`src/logic/rom_fetch_pkg.sv`:
```
// rom fetch shared definitions
package rom_fetch_pkg;

    // sdram address width, the address counts 16-bit halfwords
    localparam int MEM_AW = 22;

    // one sdram read returns a full 32-bit word, i.e. two halfwords
    localparam int WORD_W = 32;

    // address as it appears on the sdram read port
    typedef logic [MEM_AW-1:0] mem_addr_t;

    // one memory word as returned by the response channel
    typedef logic [WORD_W-1:0] mem_word_t;

    // arbiter states
    // idle waits for a miss from either requester,
    // issue holds the read request until memory takes it,
    // wait holds until the single outstanding response returns
    typedef enum logic [1:0] {
        ARB_IDLE  = 2'd0,  // no read in flight
        ARB_ISSUE = 2'd1,  // mem_req_valid high, waiting for ready
        ARB_WAIT  = 2'd2   // request accepted, waiting for mem_rsp_valid
    } arb_state_t;

endpackage

```
`src/logic/rom_requester.sv`:
```
`timescale 1ns/100ps
// rom client requester with two-word cache
module rom_requester #(
    parameter int                       AW     = 16,  // client address width
    parameter int                       DW     = 8,   // client data width, 8, 16 or 32
    parameter rom_fetch_pkg::mem_addr_t OFFSET = '0   // region base in sdram
) (
    input  logic                     clk,
    input  logic                     rst,
    input  logic                     flush,    // drops both cache entries
    input  logic [AW-1:0]            addr,
    input  logic                     addr_ok,  // addr holds a valid request
    input  rom_fetch_pkg::mem_word_t din,
    input  logic                     din_ok,
    input  logic                     we,       // this response belongs to us
    output logic                     req,
    output logic                     data_ok,  // one-cycle strobe, dout is good
    output rom_fetch_pkg::mem_addr_t mem_addr,
    output logic [DW-1:0]            dout
);
    import rom_fetch_pkg::*;

    // number of client address bits that pick a unit inside one word
    localparam int SUB_W = (DW == 8) ? 2 : ((DW == 16) ? 1 : 0);

    // clears the sub-word bits so every unit of a word shares one tag
    localparam logic [AW-1:0] ALIGN_MASK = ~AW'((1 << SUB_W) - 1);

    logic [AW-1:0] addr_al;   // client address aligned to the word
    mem_addr_t     addr_ext;  // aligned address widened to sdram width
    logic [AW-1:0] tag0;      // newest entry
    logic [AW-1:0] tag1;      // older entry
    mem_word_t     data0;
    mem_word_t     data1;
    logic [1:0]    valid;     // bit 0 for entry 0, bit 1 for entry 1
    logic          hit0;
    logic          hit1;
    logic          passthru;  // fresh response for this client this cycle
    mem_word_t     data_mux;  // word that feeds the unit selector

    // only the three supported widths make sense for the selector below
    if (!(DW == 8 || DW == 16 || DW == 32)) begin : g_bad_dw
        $error("rom_requester supports DW of 8, 16 or 32 only");
    end

    assign addr_al  = addr & ALIGN_MASK;
    assign addr_ext = mem_addr_t'(addr_al);

    // byte clients count bytes, so two of them share one sdram halfword address
    assign mem_addr = ((DW == 8) ? (addr_ext >> 1) : addr_ext) + OFFSET;

    assign hit0     = valid[0] && (addr_al == tag0);
    assign hit1     = valid[1] && (addr_al == tag1);
    assign passthru = din_ok && we;

    // a miss asks at once, but not while our own response is landing
    // flush also asks so the arbiter refills the current address
    assign req = flush || (addr_ok && !(hit0 || hit1) && !we);

    // control state, the strobe follows a hit or a fresh word by one edge
    always_ff @(posedge clk or posedge rst) begin
        if (rst) begin
            valid   <= 2'b00;
            data_ok <= 1'b0;
        end else begin
            data_ok <= addr_ok && (hit0 || hit1 || passthru);
            if (flush) begin
                valid <= 2'b00;               // flush wins over a landing word
            end else if (passthru) begin
                valid <= {valid[0], 1'b1};    // old entry 0 validity moves up
            end
        end
    end

    // cache payload, a new word pushes entry 0 down into entry 1
    always_ff @(posedge clk) begin
        if (passthru) begin
            tag1  <= tag0;
            data1 <= data0;
            tag0  <= addr_al;  // client keeps addr stable until data_ok
            data0 <= din;
        end
    end

    // a fresh word goes straight to the selector and saves one cycle
    // once written, entry 0 holds it and hit0 keeps dout steady
    assign data_mux = passthru ? din : (hit0 ? data0 : data1);

    if (DW == 8) begin : g_byte
        always_comb begin
            dout = data_mux[{addr[1:0], 3'b000} +: 8];  // byte k is bits 8k+7:8k
        end
    end else if (DW == 16) begin : g_half
        always_comb begin
            dout = data_mux[{addr[0], 4'b0000} +: 16];  // low half when addr[0] is 0
        end
    end else begin : g_word
        always_comb begin
            dout = data_mux;
        end
    end

    // data only ever answers a request that was standing on the previous cycle
    a_data_ok_needs_addr_ok: assert property (
        @(posedge clk) disable iff (rst)
        data_ok |-> $past(addr_ok)
    ) else $error("data_ok without addr_ok on the previous cycle");

endmodule

```
`src/logic/rom_arbiter.sv`:
```
`timescale 1ns/100ps
// round-robin sdram read arbiter
module rom_arbiter (
    input  logic                      clk,
    input  logic                      rst,
    input  logic                      req0,
    input  logic                      req1,
    input  rom_fetch_pkg::mem_addr_t  mem_addr0,
    input  rom_fetch_pkg::mem_addr_t  mem_addr1,
    output logic                      we0,           // response is for client 0
    output logic                      we1,           // response is for client 1
    output rom_fetch_pkg::mem_word_t  din,           // shared by both requesters
    output logic                      din_ok,
    output logic                      mem_req_valid,
    input  logic                      mem_req_ready,
    output rom_fetch_pkg::mem_addr_t  mem_req_addr,
    input  logic                      mem_rsp_valid,
    input  rom_fetch_pkg::mem_word_t  mem_rsp_data
);
    import rom_fetch_pkg::*;

    arb_state_t state;
    logic       owner;     // client of the read in flight, 1 means client 1
    logic       last1;     // client 1 was the last one served
    logic       pick1;     // grant decision taken in ARB_IDLE
    mem_addr_t  addr_q;    // address latched at grant time
    logic       rsp_take;  // response arrives for the read in flight

    // client 1 wins when it asks alone, or when both ask and client 0 went last
    assign pick1 = req1 && (!req0 || !last1);

    always_ff @(posedge clk or posedge rst) begin
        if (rst) begin
            state <= ARB_IDLE;
            owner <= 1'b0;
            last1 <= 1'b1;  // client 0 gets the first turn
        end else begin
            case (state)
                ARB_IDLE: begin
                    if (req0 || req1) begin
                        owner <= pick1;
                        state <= ARB_ISSUE;
                    end
                end
                ARB_ISSUE: begin
                    if (mem_req_ready) begin
                        state <= ARB_WAIT;  // request taken this cycle
                    end
                end
                ARB_WAIT: begin
                    if (mem_rsp_valid) begin
                        last1 <= owner;     // the other client goes first next time
                        state <= ARB_IDLE;
                    end
                end
                default: begin
                    state <= ARB_IDLE;
                end
            endcase
        end
    end

    // the address is payload and only changes on a grant
    always_ff @(posedge clk) begin
        if (state == ARB_IDLE && (req0 || req1)) begin
            addr_q <= pick1 ? mem_addr1 : mem_addr0;
        end
    end

    assign mem_req_valid = (state == ARB_ISSUE);
    assign mem_req_addr  = addr_q;  // held through back-pressure

    // only one read is outstanding, so a valid response in ARB_WAIT is ours
    assign rsp_take = (state == ARB_WAIT) && mem_rsp_valid;
    assign din      = mem_rsp_data;
    assign din_ok   = rsp_take;
    assign we0      = rsp_take && !owner;
    assign we1      = rsp_take && owner;

    // memory may stall the request but never sees it move underneath
    a_req_addr_stable: assert property (
        @(posedge clk) disable iff (rst)
        (mem_req_valid && !mem_req_ready) |=> (mem_req_valid && $stable(mem_req_addr))
    ) else $error("memory request dropped or changed under back-pressure");

    // a response word lands in exactly one cache
    a_we_onehot: assert property (
        @(posedge clk) disable iff (rst)
        !(we0 && we1)
    ) else $error("response routed to both clients");

    // the memory side answers only an accepted request
    a_rsp_in_wait: assert property (
        @(posedge clk) disable iff (rst)
        mem_rsp_valid |-> (state == ARB_WAIT)
    ) else $error("memory response with no read outstanding");

endmodule

```
`src/logic/rom_fetch_top.sv`:
```
`timescale 1ns/100ps
// two-client rom fetch top
module rom_fetch_top #(
    parameter int                       AW0     = 16,        // byte client address
    parameter int                       DW0     = 8,
    parameter rom_fetch_pkg::mem_addr_t OFFSET0 = 22'h00000,
    parameter int                       AW1     = 17,        // halfword client address
    parameter int                       DW1     = 16,
    parameter rom_fetch_pkg::mem_addr_t OFFSET1 = 22'h10000  // second rom region
) (
    input  logic                      clk,
    input  logic                      rst,
    input  logic                      flush,
    input  logic [AW0-1:0]            addr0,
    input  logic                      addr_ok0,
    input  logic [AW1-1:0]            addr1,
    input  logic                      addr_ok1,
    output logic [DW0-1:0]            dout0,
    output logic                      data_ok0,
    output logic [DW1-1:0]            dout1,
    output logic                      data_ok1,
    output logic                      mem_req_valid,
    input  logic                      mem_req_ready,
    output rom_fetch_pkg::mem_addr_t  mem_req_addr,
    input  logic                      mem_rsp_valid,
    input  rom_fetch_pkg::mem_word_t  mem_rsp_data
);
    import rom_fetch_pkg::*;

    logic      req0;
    logic      req1;
    mem_addr_t mem_addr0;  // sdram address wanted by client 0
    mem_addr_t mem_addr1;
    logic      we0;
    logic      we1;
    mem_word_t din;        // response word, common to both caches
    logic      din_ok;

    rom_requester #(
        .AW     (AW0),
        .DW     (DW0),
        .OFFSET (OFFSET0)
    ) u_req0 (
        .clk      (clk),
        .rst      (rst),
        .flush    (flush),
        .addr     (addr0),
        .addr_ok  (addr_ok0),
        .din      (din),
        .din_ok   (din_ok),
        .we       (we0),
        .req      (req0),
        .data_ok  (data_ok0),
        .mem_addr (mem_addr0),
        .dout     (dout0)
    );

    rom_requester #(
        .AW     (AW1),
        .DW     (DW1),
        .OFFSET (OFFSET1)
    ) u_req1 (
        .clk      (clk),
        .rst      (rst),
        .flush    (flush),
        .addr     (addr1),
        .addr_ok  (addr_ok1),
        .din      (din),
        .din_ok   (din_ok),
        .we       (we1),
        .req      (req1),
        .data_ok  (data_ok1),
        .mem_addr (mem_addr1),
        .dout     (dout1)
    );

    // single read port, one client served at a time
    rom_arbiter u_arb (
        .clk           (clk),
        .rst           (rst),
        .req0          (req0),
        .req1          (req1),
        .mem_addr0     (mem_addr0),
        .mem_addr1     (mem_addr1),
        .we0           (we0),
        .we1           (we1),
        .din           (din),
        .din_ok        (din_ok),
        .mem_req_valid (mem_req_valid),
        .mem_req_ready (mem_req_ready),
        .mem_req_addr  (mem_req_addr),
        .mem_rsp_valid (mem_rsp_valid),
        .mem_rsp_data  (mem_rsp_data)
    );

endmodule

```
`config.mk`:
```
export PLATFORM = sky130hd
export DESIGN_NAME = rom_fetch_top
export DESIGN_NICKNAME = d
export VERILOG_FILES = /design/src/logic/rom_fetch_pkg.sv /design/src/logic/rom_requester.sv /design/src/logic/rom_arbiter.sv /design/src/logic/rom_fetch_top.sv
export SDC_FILE = /design/constraint.sdc
export NUM_CORES = 1
export LEC_CHECK = 0
export ABC_AREA = 0
export BUFFER_PORTS_ARGS = -buffer_cell sky130_fd_sc_hd__clkbuf_2
export CORE_ASPECT_RATIO = 0.8
export CORE_MARGIN = 2
export CORE_UTILIZATION = 41
export DETAILED_ROUTE_END_ITERATION = 8
export PLACE_DENSITY = 0.59
export SLEW_MARGIN = 0
export SYNTH_ARGS = -nofsm -noshare
export SYNTH_HDL_FRONTEND = slang
export SYNTH_SLANG_ARGS = --single-unit
export TNS_END_PERCENT = 1
```
`constraint.sdc`:
```
create_clock -name clk -period 6.6 [get_ports clk]
set_clock_uncertainty 0.2 [all_clocks]
set_input_delay 1.32 -clock clk [delete_from_list [all_inputs] [get_ports clk]]
set_output_delay 1.32 -clock clk [all_outputs]
set_load 0.05 [all_outputs]
```
---- Word-level counts from Yosys, hierarchy flattened ----
Cells that the tools add are included.
storage, ports and cells
  register bits ........................... 216
  input bits .............................. 72
  output and inout bits ................... 49
operators by class
  add/subtract/negate cells ............... 1
  eq/ne operators ......................... 9
  shifts and indexed selects .............. 2
  muxes and demuxes ....................... 13
  reductions and logical operators ........ 38
operators with widths
  operator                  count
  $mux W32                  4
  $eq A16 B16 Y1            2
  $shiftx A32 B6 Y16        1
  $shiftx A32 B6 Y8         1
  $eq A14 B14 Y1            2
  $add A17 B17 Y18 const B  1
  $logic_and A1 B1 Y1       17
  $mux W15                  1
  $mux W2                   7
  $logic_or A1 B1 Y1        8
  $logic_not A1 Y1          7
  $pmux W2 S3               1
  $ne A2 B2 Y1 const B      2
  $reduce_and A2 Y1         2
  $reduce_bool A2 Y1        2
  $reduce_and A3 Y1         1
  $eq A2 B1 Y1 const B      1
  $eq A2 B2 Y1 const B      1
  $logic_not A2 Y1          1
  $ne A2 B1 Y1 const B      1

---- Longest topological paths before layout ----
  word-level depth ........................ 11
  depth in mapped cells ................... 8
  depth with buffers taken out ............ 7

---- Hierarchy ----
A second synthesis with hierarchy kept.
unflattened totals
  cells, all modules ...................... 766
  area total of the unflattened synthesis .. 10,358.7 um^2
modules (own cells, without submodules)
  module                   instances  cells an instance  area each (um^2)
  rom_requester at u_req0  1          358                4,604.4
  rom_requester at u_req1  1          309                4,359.2
  rom_arbiter              1          99                 1,395.1

---- Least setup slack after synthesis ----
OpenSTA, ideal clock, no wires.
  path type ............................... input to output
  start ................................... input port mem_rsp_valid
  end ..................................... output port dout0[4]
  data arrival time ....................... 5,280 ps
  data required time ...................... 5,080 ps
  setup slack ............................. -200 ps
  cell stages on the path ................. 5
  buffers on the path ..................... 1
  path through ............................ nand2_1 -> nor3_1 -> clkbuf_1 -> nand2_1 -> o21ai_0
on the way
  longest elaborated chain between the ends .. 5
RTL lines
  what                   line                 text
  start: declaration     rom_fetch_top.sv:25  input logic mem_rsp_valid,
  $logic_and A1 B1 Y1 *  rom_arbiter.sv:74    assign rsp_take = (state == ARB_WAIT) && mem_rsp_valid;
  $logic_and A1 B1 Y1    rom_arbiter.sv:77    assign we0 = rsp_take && !owner;
  $logic_and A1 B1 Y1 *  rom_requester.sv:54  assign passthru = din_ok && we;
  net u_req0.passthru    rom_requester.sv:38  logic passthru;
  $mux W32 *             rom_requester.sv:87  assign data_mux = passthru ? din : (hit0 ? data0 : data1);
  $shiftx A32 B6 Y8 *    rom_requester.sv:91  dout = data_mux[{addr[1:0], 3'b000} +: 8];
  end: declaration       rom_fetch_top.sv:18  output logic [DW0-1:0] dout0,
The timed path passes the listed nets; every way through them passes the cells marked *.

---- Final worst setup path ----
  start ................................... input port addr1[15]
  end ..................................... output port dout1[10]
on the way
  longest elaborated chain between the ends .. 5
RTL lines
  what                    line                 text
  start: declaration      rom_fetch_top.sv:16  input logic [AW1-1:0] addr1,
  $eq A16 B16 Y1          rom_requester.sv:52  assign hit0 = valid[0] && (addr_al == tag0);
  $logic_and A1 B1 Y1     rom_requester.sv:52
  $mux W32 (2 in series)  rom_requester.sv:87
  $shiftx A32 B6 Y16      rom_requester.sv:95  dout = data_mux[{addr[0], 4'b0000} +: 16];
  end: declaration        rom_fetch_top.sv:20  output logic [DW1-1:0] dout1,
Every way passes these cells.

==> flow_summary.json <==
{
  "multi_input_area_um2": 2520,
  "status": "finished, final reports clean",
  "post_drt_wl_per_cell_um": 19.7,
  "dieArea_um2": 23300,
  "wirelength_mm": 17.8,
  "clkSinkCount": 215,
  "grt_use_total": 0.157,
  "grt_pass1_vias": 4951,
  "grt-ovfl-total": 0,
  "place_area_um2": 9940,
  "fin_nets": 686,
  "hpwl_mm": 12.0,
  "crit_start": "addr1[15]",
  "fmax_ghz": 0.174,
  "cts_buffers": 23,
  "hold_path_depth": 0,
  "dr.pass1.iters": 4,
  "ys_warn_count": 0,
  "r2r-start": "u_req1.tag0[15]",
  "use_met1": 0.238,
  "endpoint_kind": "primary output",
  "hp-start": "u_req0.data0[3]",
  "globalplace.congestion": 0.816,
  "reg2reg_depth": 7,
  "synth.avg_cell_area_um2": 18.8,
  "clk_latency_ns": 0.51,
  "antenna_found_initial": 0,
  "synth-seq-cells": 215,
  "ctsResizeCount": 0,
  "die_h_um": 137,
  "final_area_um2": 10700,
  "reg2reg_to": "u_arb.mem_req_addr[13]",
  "diodes": 0,
  "rsz0062_at_grt": "no",
  "p_per_area_nw_per_um2": 340,
  "met3_usage": 0.0286,
  "async_reset_ff_frac": 0.0465,
  "critPathMaxFanout": 32,
  "io_buffer_count": 115,
  "grt.busiest_layer": "met1",
  "fin_crit_sh": 0.869,
  "p_leak_nw": 3.73,
  "synth_enable_flop_cells": 205,
  "seq_area_um2": 6410,
  "placementRows": 48,
  "power_mw": 3.63,
  "initial_core_util": 0.418,
  "cts_root_buf": "clkbuf_16",
  "drive_gt1_frac": 0.362,
  "drc": 0,
  "h-tree-depth": 1,
  "ys_seq_area_frac": 0.708,
  "grt_first_pass_wirelength_mm": 27.9,
  "cts_tree": "done",
  "final_core_util": 0.493,
  "routed_via_density": 5.25,
  "area_delta_synth_final_pct": 17.9,
  "core-area_um2": 21600,
  "vias": 4744,
  "io_pins": 121,
  "setup_viol": 0,
  "hold_class": "flip-flop to flip-flop",
  "cp.required_ns": 5.08,
  "die_width_um": 170,
  "slew_viol_final": 0,
  "synth_cells": 482,
  "fin_setup_tns_ns": 0,
  "synth_cell_types": 37,
  "rrSetupSlack_ns": 2.94,
  "cts_buffer_depth": 3,
  "relSlewSlack": 0.298,
  "finalHoldViolations": 0,
  "maxCapViolations": 0,
  "cts_hold_buf": 0,
  "critical_path_class": "input port to primary output",
  "ir_worst_vdd_uv": 163,
  "hold-path-endpoint": "u_req0.data1[3]",
  "synth_area_um2": 9050,
  "period_needed_ns": 5.74,
  "arrival_ns": 4.22,
  "grtUsageMet2": 0.236,
  "path_clk_slew_ns": 0.06,
  "tightest_slew_ns": 1.05,
  "ys_dominant_reg_cell": "edfxtp_1",
  "drt_iter0_markers": 251,
  "grt_max_degree": 73,
  "final_antenna_net_count": 0,
  "critPathLaunchType": "input port",
  "cts_setup_buffers": 0,
  "fill_cells": 1837
}
-- critical path, cell delays in order --
cell and delay, ns:
clkbuf_2 0.12, xor2_1 0.18, nor4_1 0.32, nand2_1 0.12, or4_2 0.68, buf_4 0.31, mux2_1 0.40, mux4_2 0.47
clkbuf_2 0.25
-- layer usage --
layer  vias to the layer above  part of all wire
met5                         -                 0
met4                         0             0.017
met3                        21             0.042
met2                       101              0.45
met1                      2455              0.49
li1                       2167                 -
-- cell usage after synthesis, types with 9 or more instances --
cell | n | area (um^2)
mux2_4 | 16 | 240
mux4_2 | 36 | 811
mux2_2 | 16 | 180
xor2_1 | 12 | 105
nand2_1 | 22 | 82.6
nor2_1 | 10 | 37.5
nand4_1 | 9 | 56.3
edfxtp_1 | 205 | 6160
dfrtp_1 | 9 | 225
nand3_1 | 10 | 50.1
mux2_1 | 14 | 158
xnor2_1 | 48 | 420
mux2i_1 | 9 | 90.1
-- cell type report --
type	instances	share of cell area
flip-flops and latches	215	0.601
repair buffers	123	0.0596
clock buffers	30	0.0583
clock inverters	10	0.0102
multi-input cells	245	0.237
well taps	275	0.0323
inverters	6	0.00235
-- logic make-up after synthesis --
| group | count (synthesis) | share of synthesized area |
|---|---|---|
| AOI/OAI and AO/OA | 19 | 0.0159 |
| xor gates and xnor gates | 60 | 0.0581 |
| buffers and inverters | 26 | 0.0156 |
| DFF | 215 | 0.708 |
| muxes | 91 | 0.163 |
| other | 1 | 0.000415 |
| and+or+nand+nor | 70 | 0.0382 |
-- worst max path at each step --
stage               slack [ns]  depth (start not counted)                     end
detailed placement        0.88                          9               dout1[13]
global route              0.77                          9                dout1[8]
CTS                       0.85                          9               dout1[10]
finish                    0.86                          9               dout1[10]
global placement          0.84                          9               dout1[13]
floorplan                 1.16                          6  u_arb.mem_req_addr[10]
-- placed cells by master (no fill, tap or decap), types with 10 or more instances in the layout --
cell type    n
clkbuf_16   23
clkbuf_2   115
edfxtp_1   205
mux2_1      14
mux2_2      16
mux2_4      16
mux4_2      36
nand2_1     22
nand3_1     10
nor2_1      10
xnor2_1     48
xor2_1      12
-- through the flow --
step	setup slack (ns)	hold WS, ns	std cells
2_1_floorplan	1.16	0.219	486
3_3_place_gp	0.843	0.223	864
3_5_place_dp	0.875	0.233	864
4_1_cts	0.852	0.235	904
5_1_grt	0.771	0.248	904
6_report	0.862	0.240	904
-- sequential cells by signal, indices dropped and copies added, names as in the netlist --
signal and cells:
u_req1.tag0 16, u_req0.tag1 14, u_req0.tag0 14, u_req0.data0 32, u_req1.data1 32, u_arb.state 2, u_arb.owner 1, u_req1.valid 2
u_arb.last1 1, u_req1.data_ok 1, u_req1.tag1 16, u_req1.data0 32, u_req0.data_ok 1, u_req0.data1 32, u_req0.valid 2, u_arb.mem_req_addr 17
-- power by group --
group          switching, mW  internal [mW]  leakage, nW  total (mW)
combinational          0.463          0.184         1.39       0.647
clock                  0.505          0.742        0.357        1.25
sequential            0.0552           1.68         1.99        1.73
total                   1.02           2.60         3.73        3.63
Power figures use the tool's default switching activity.
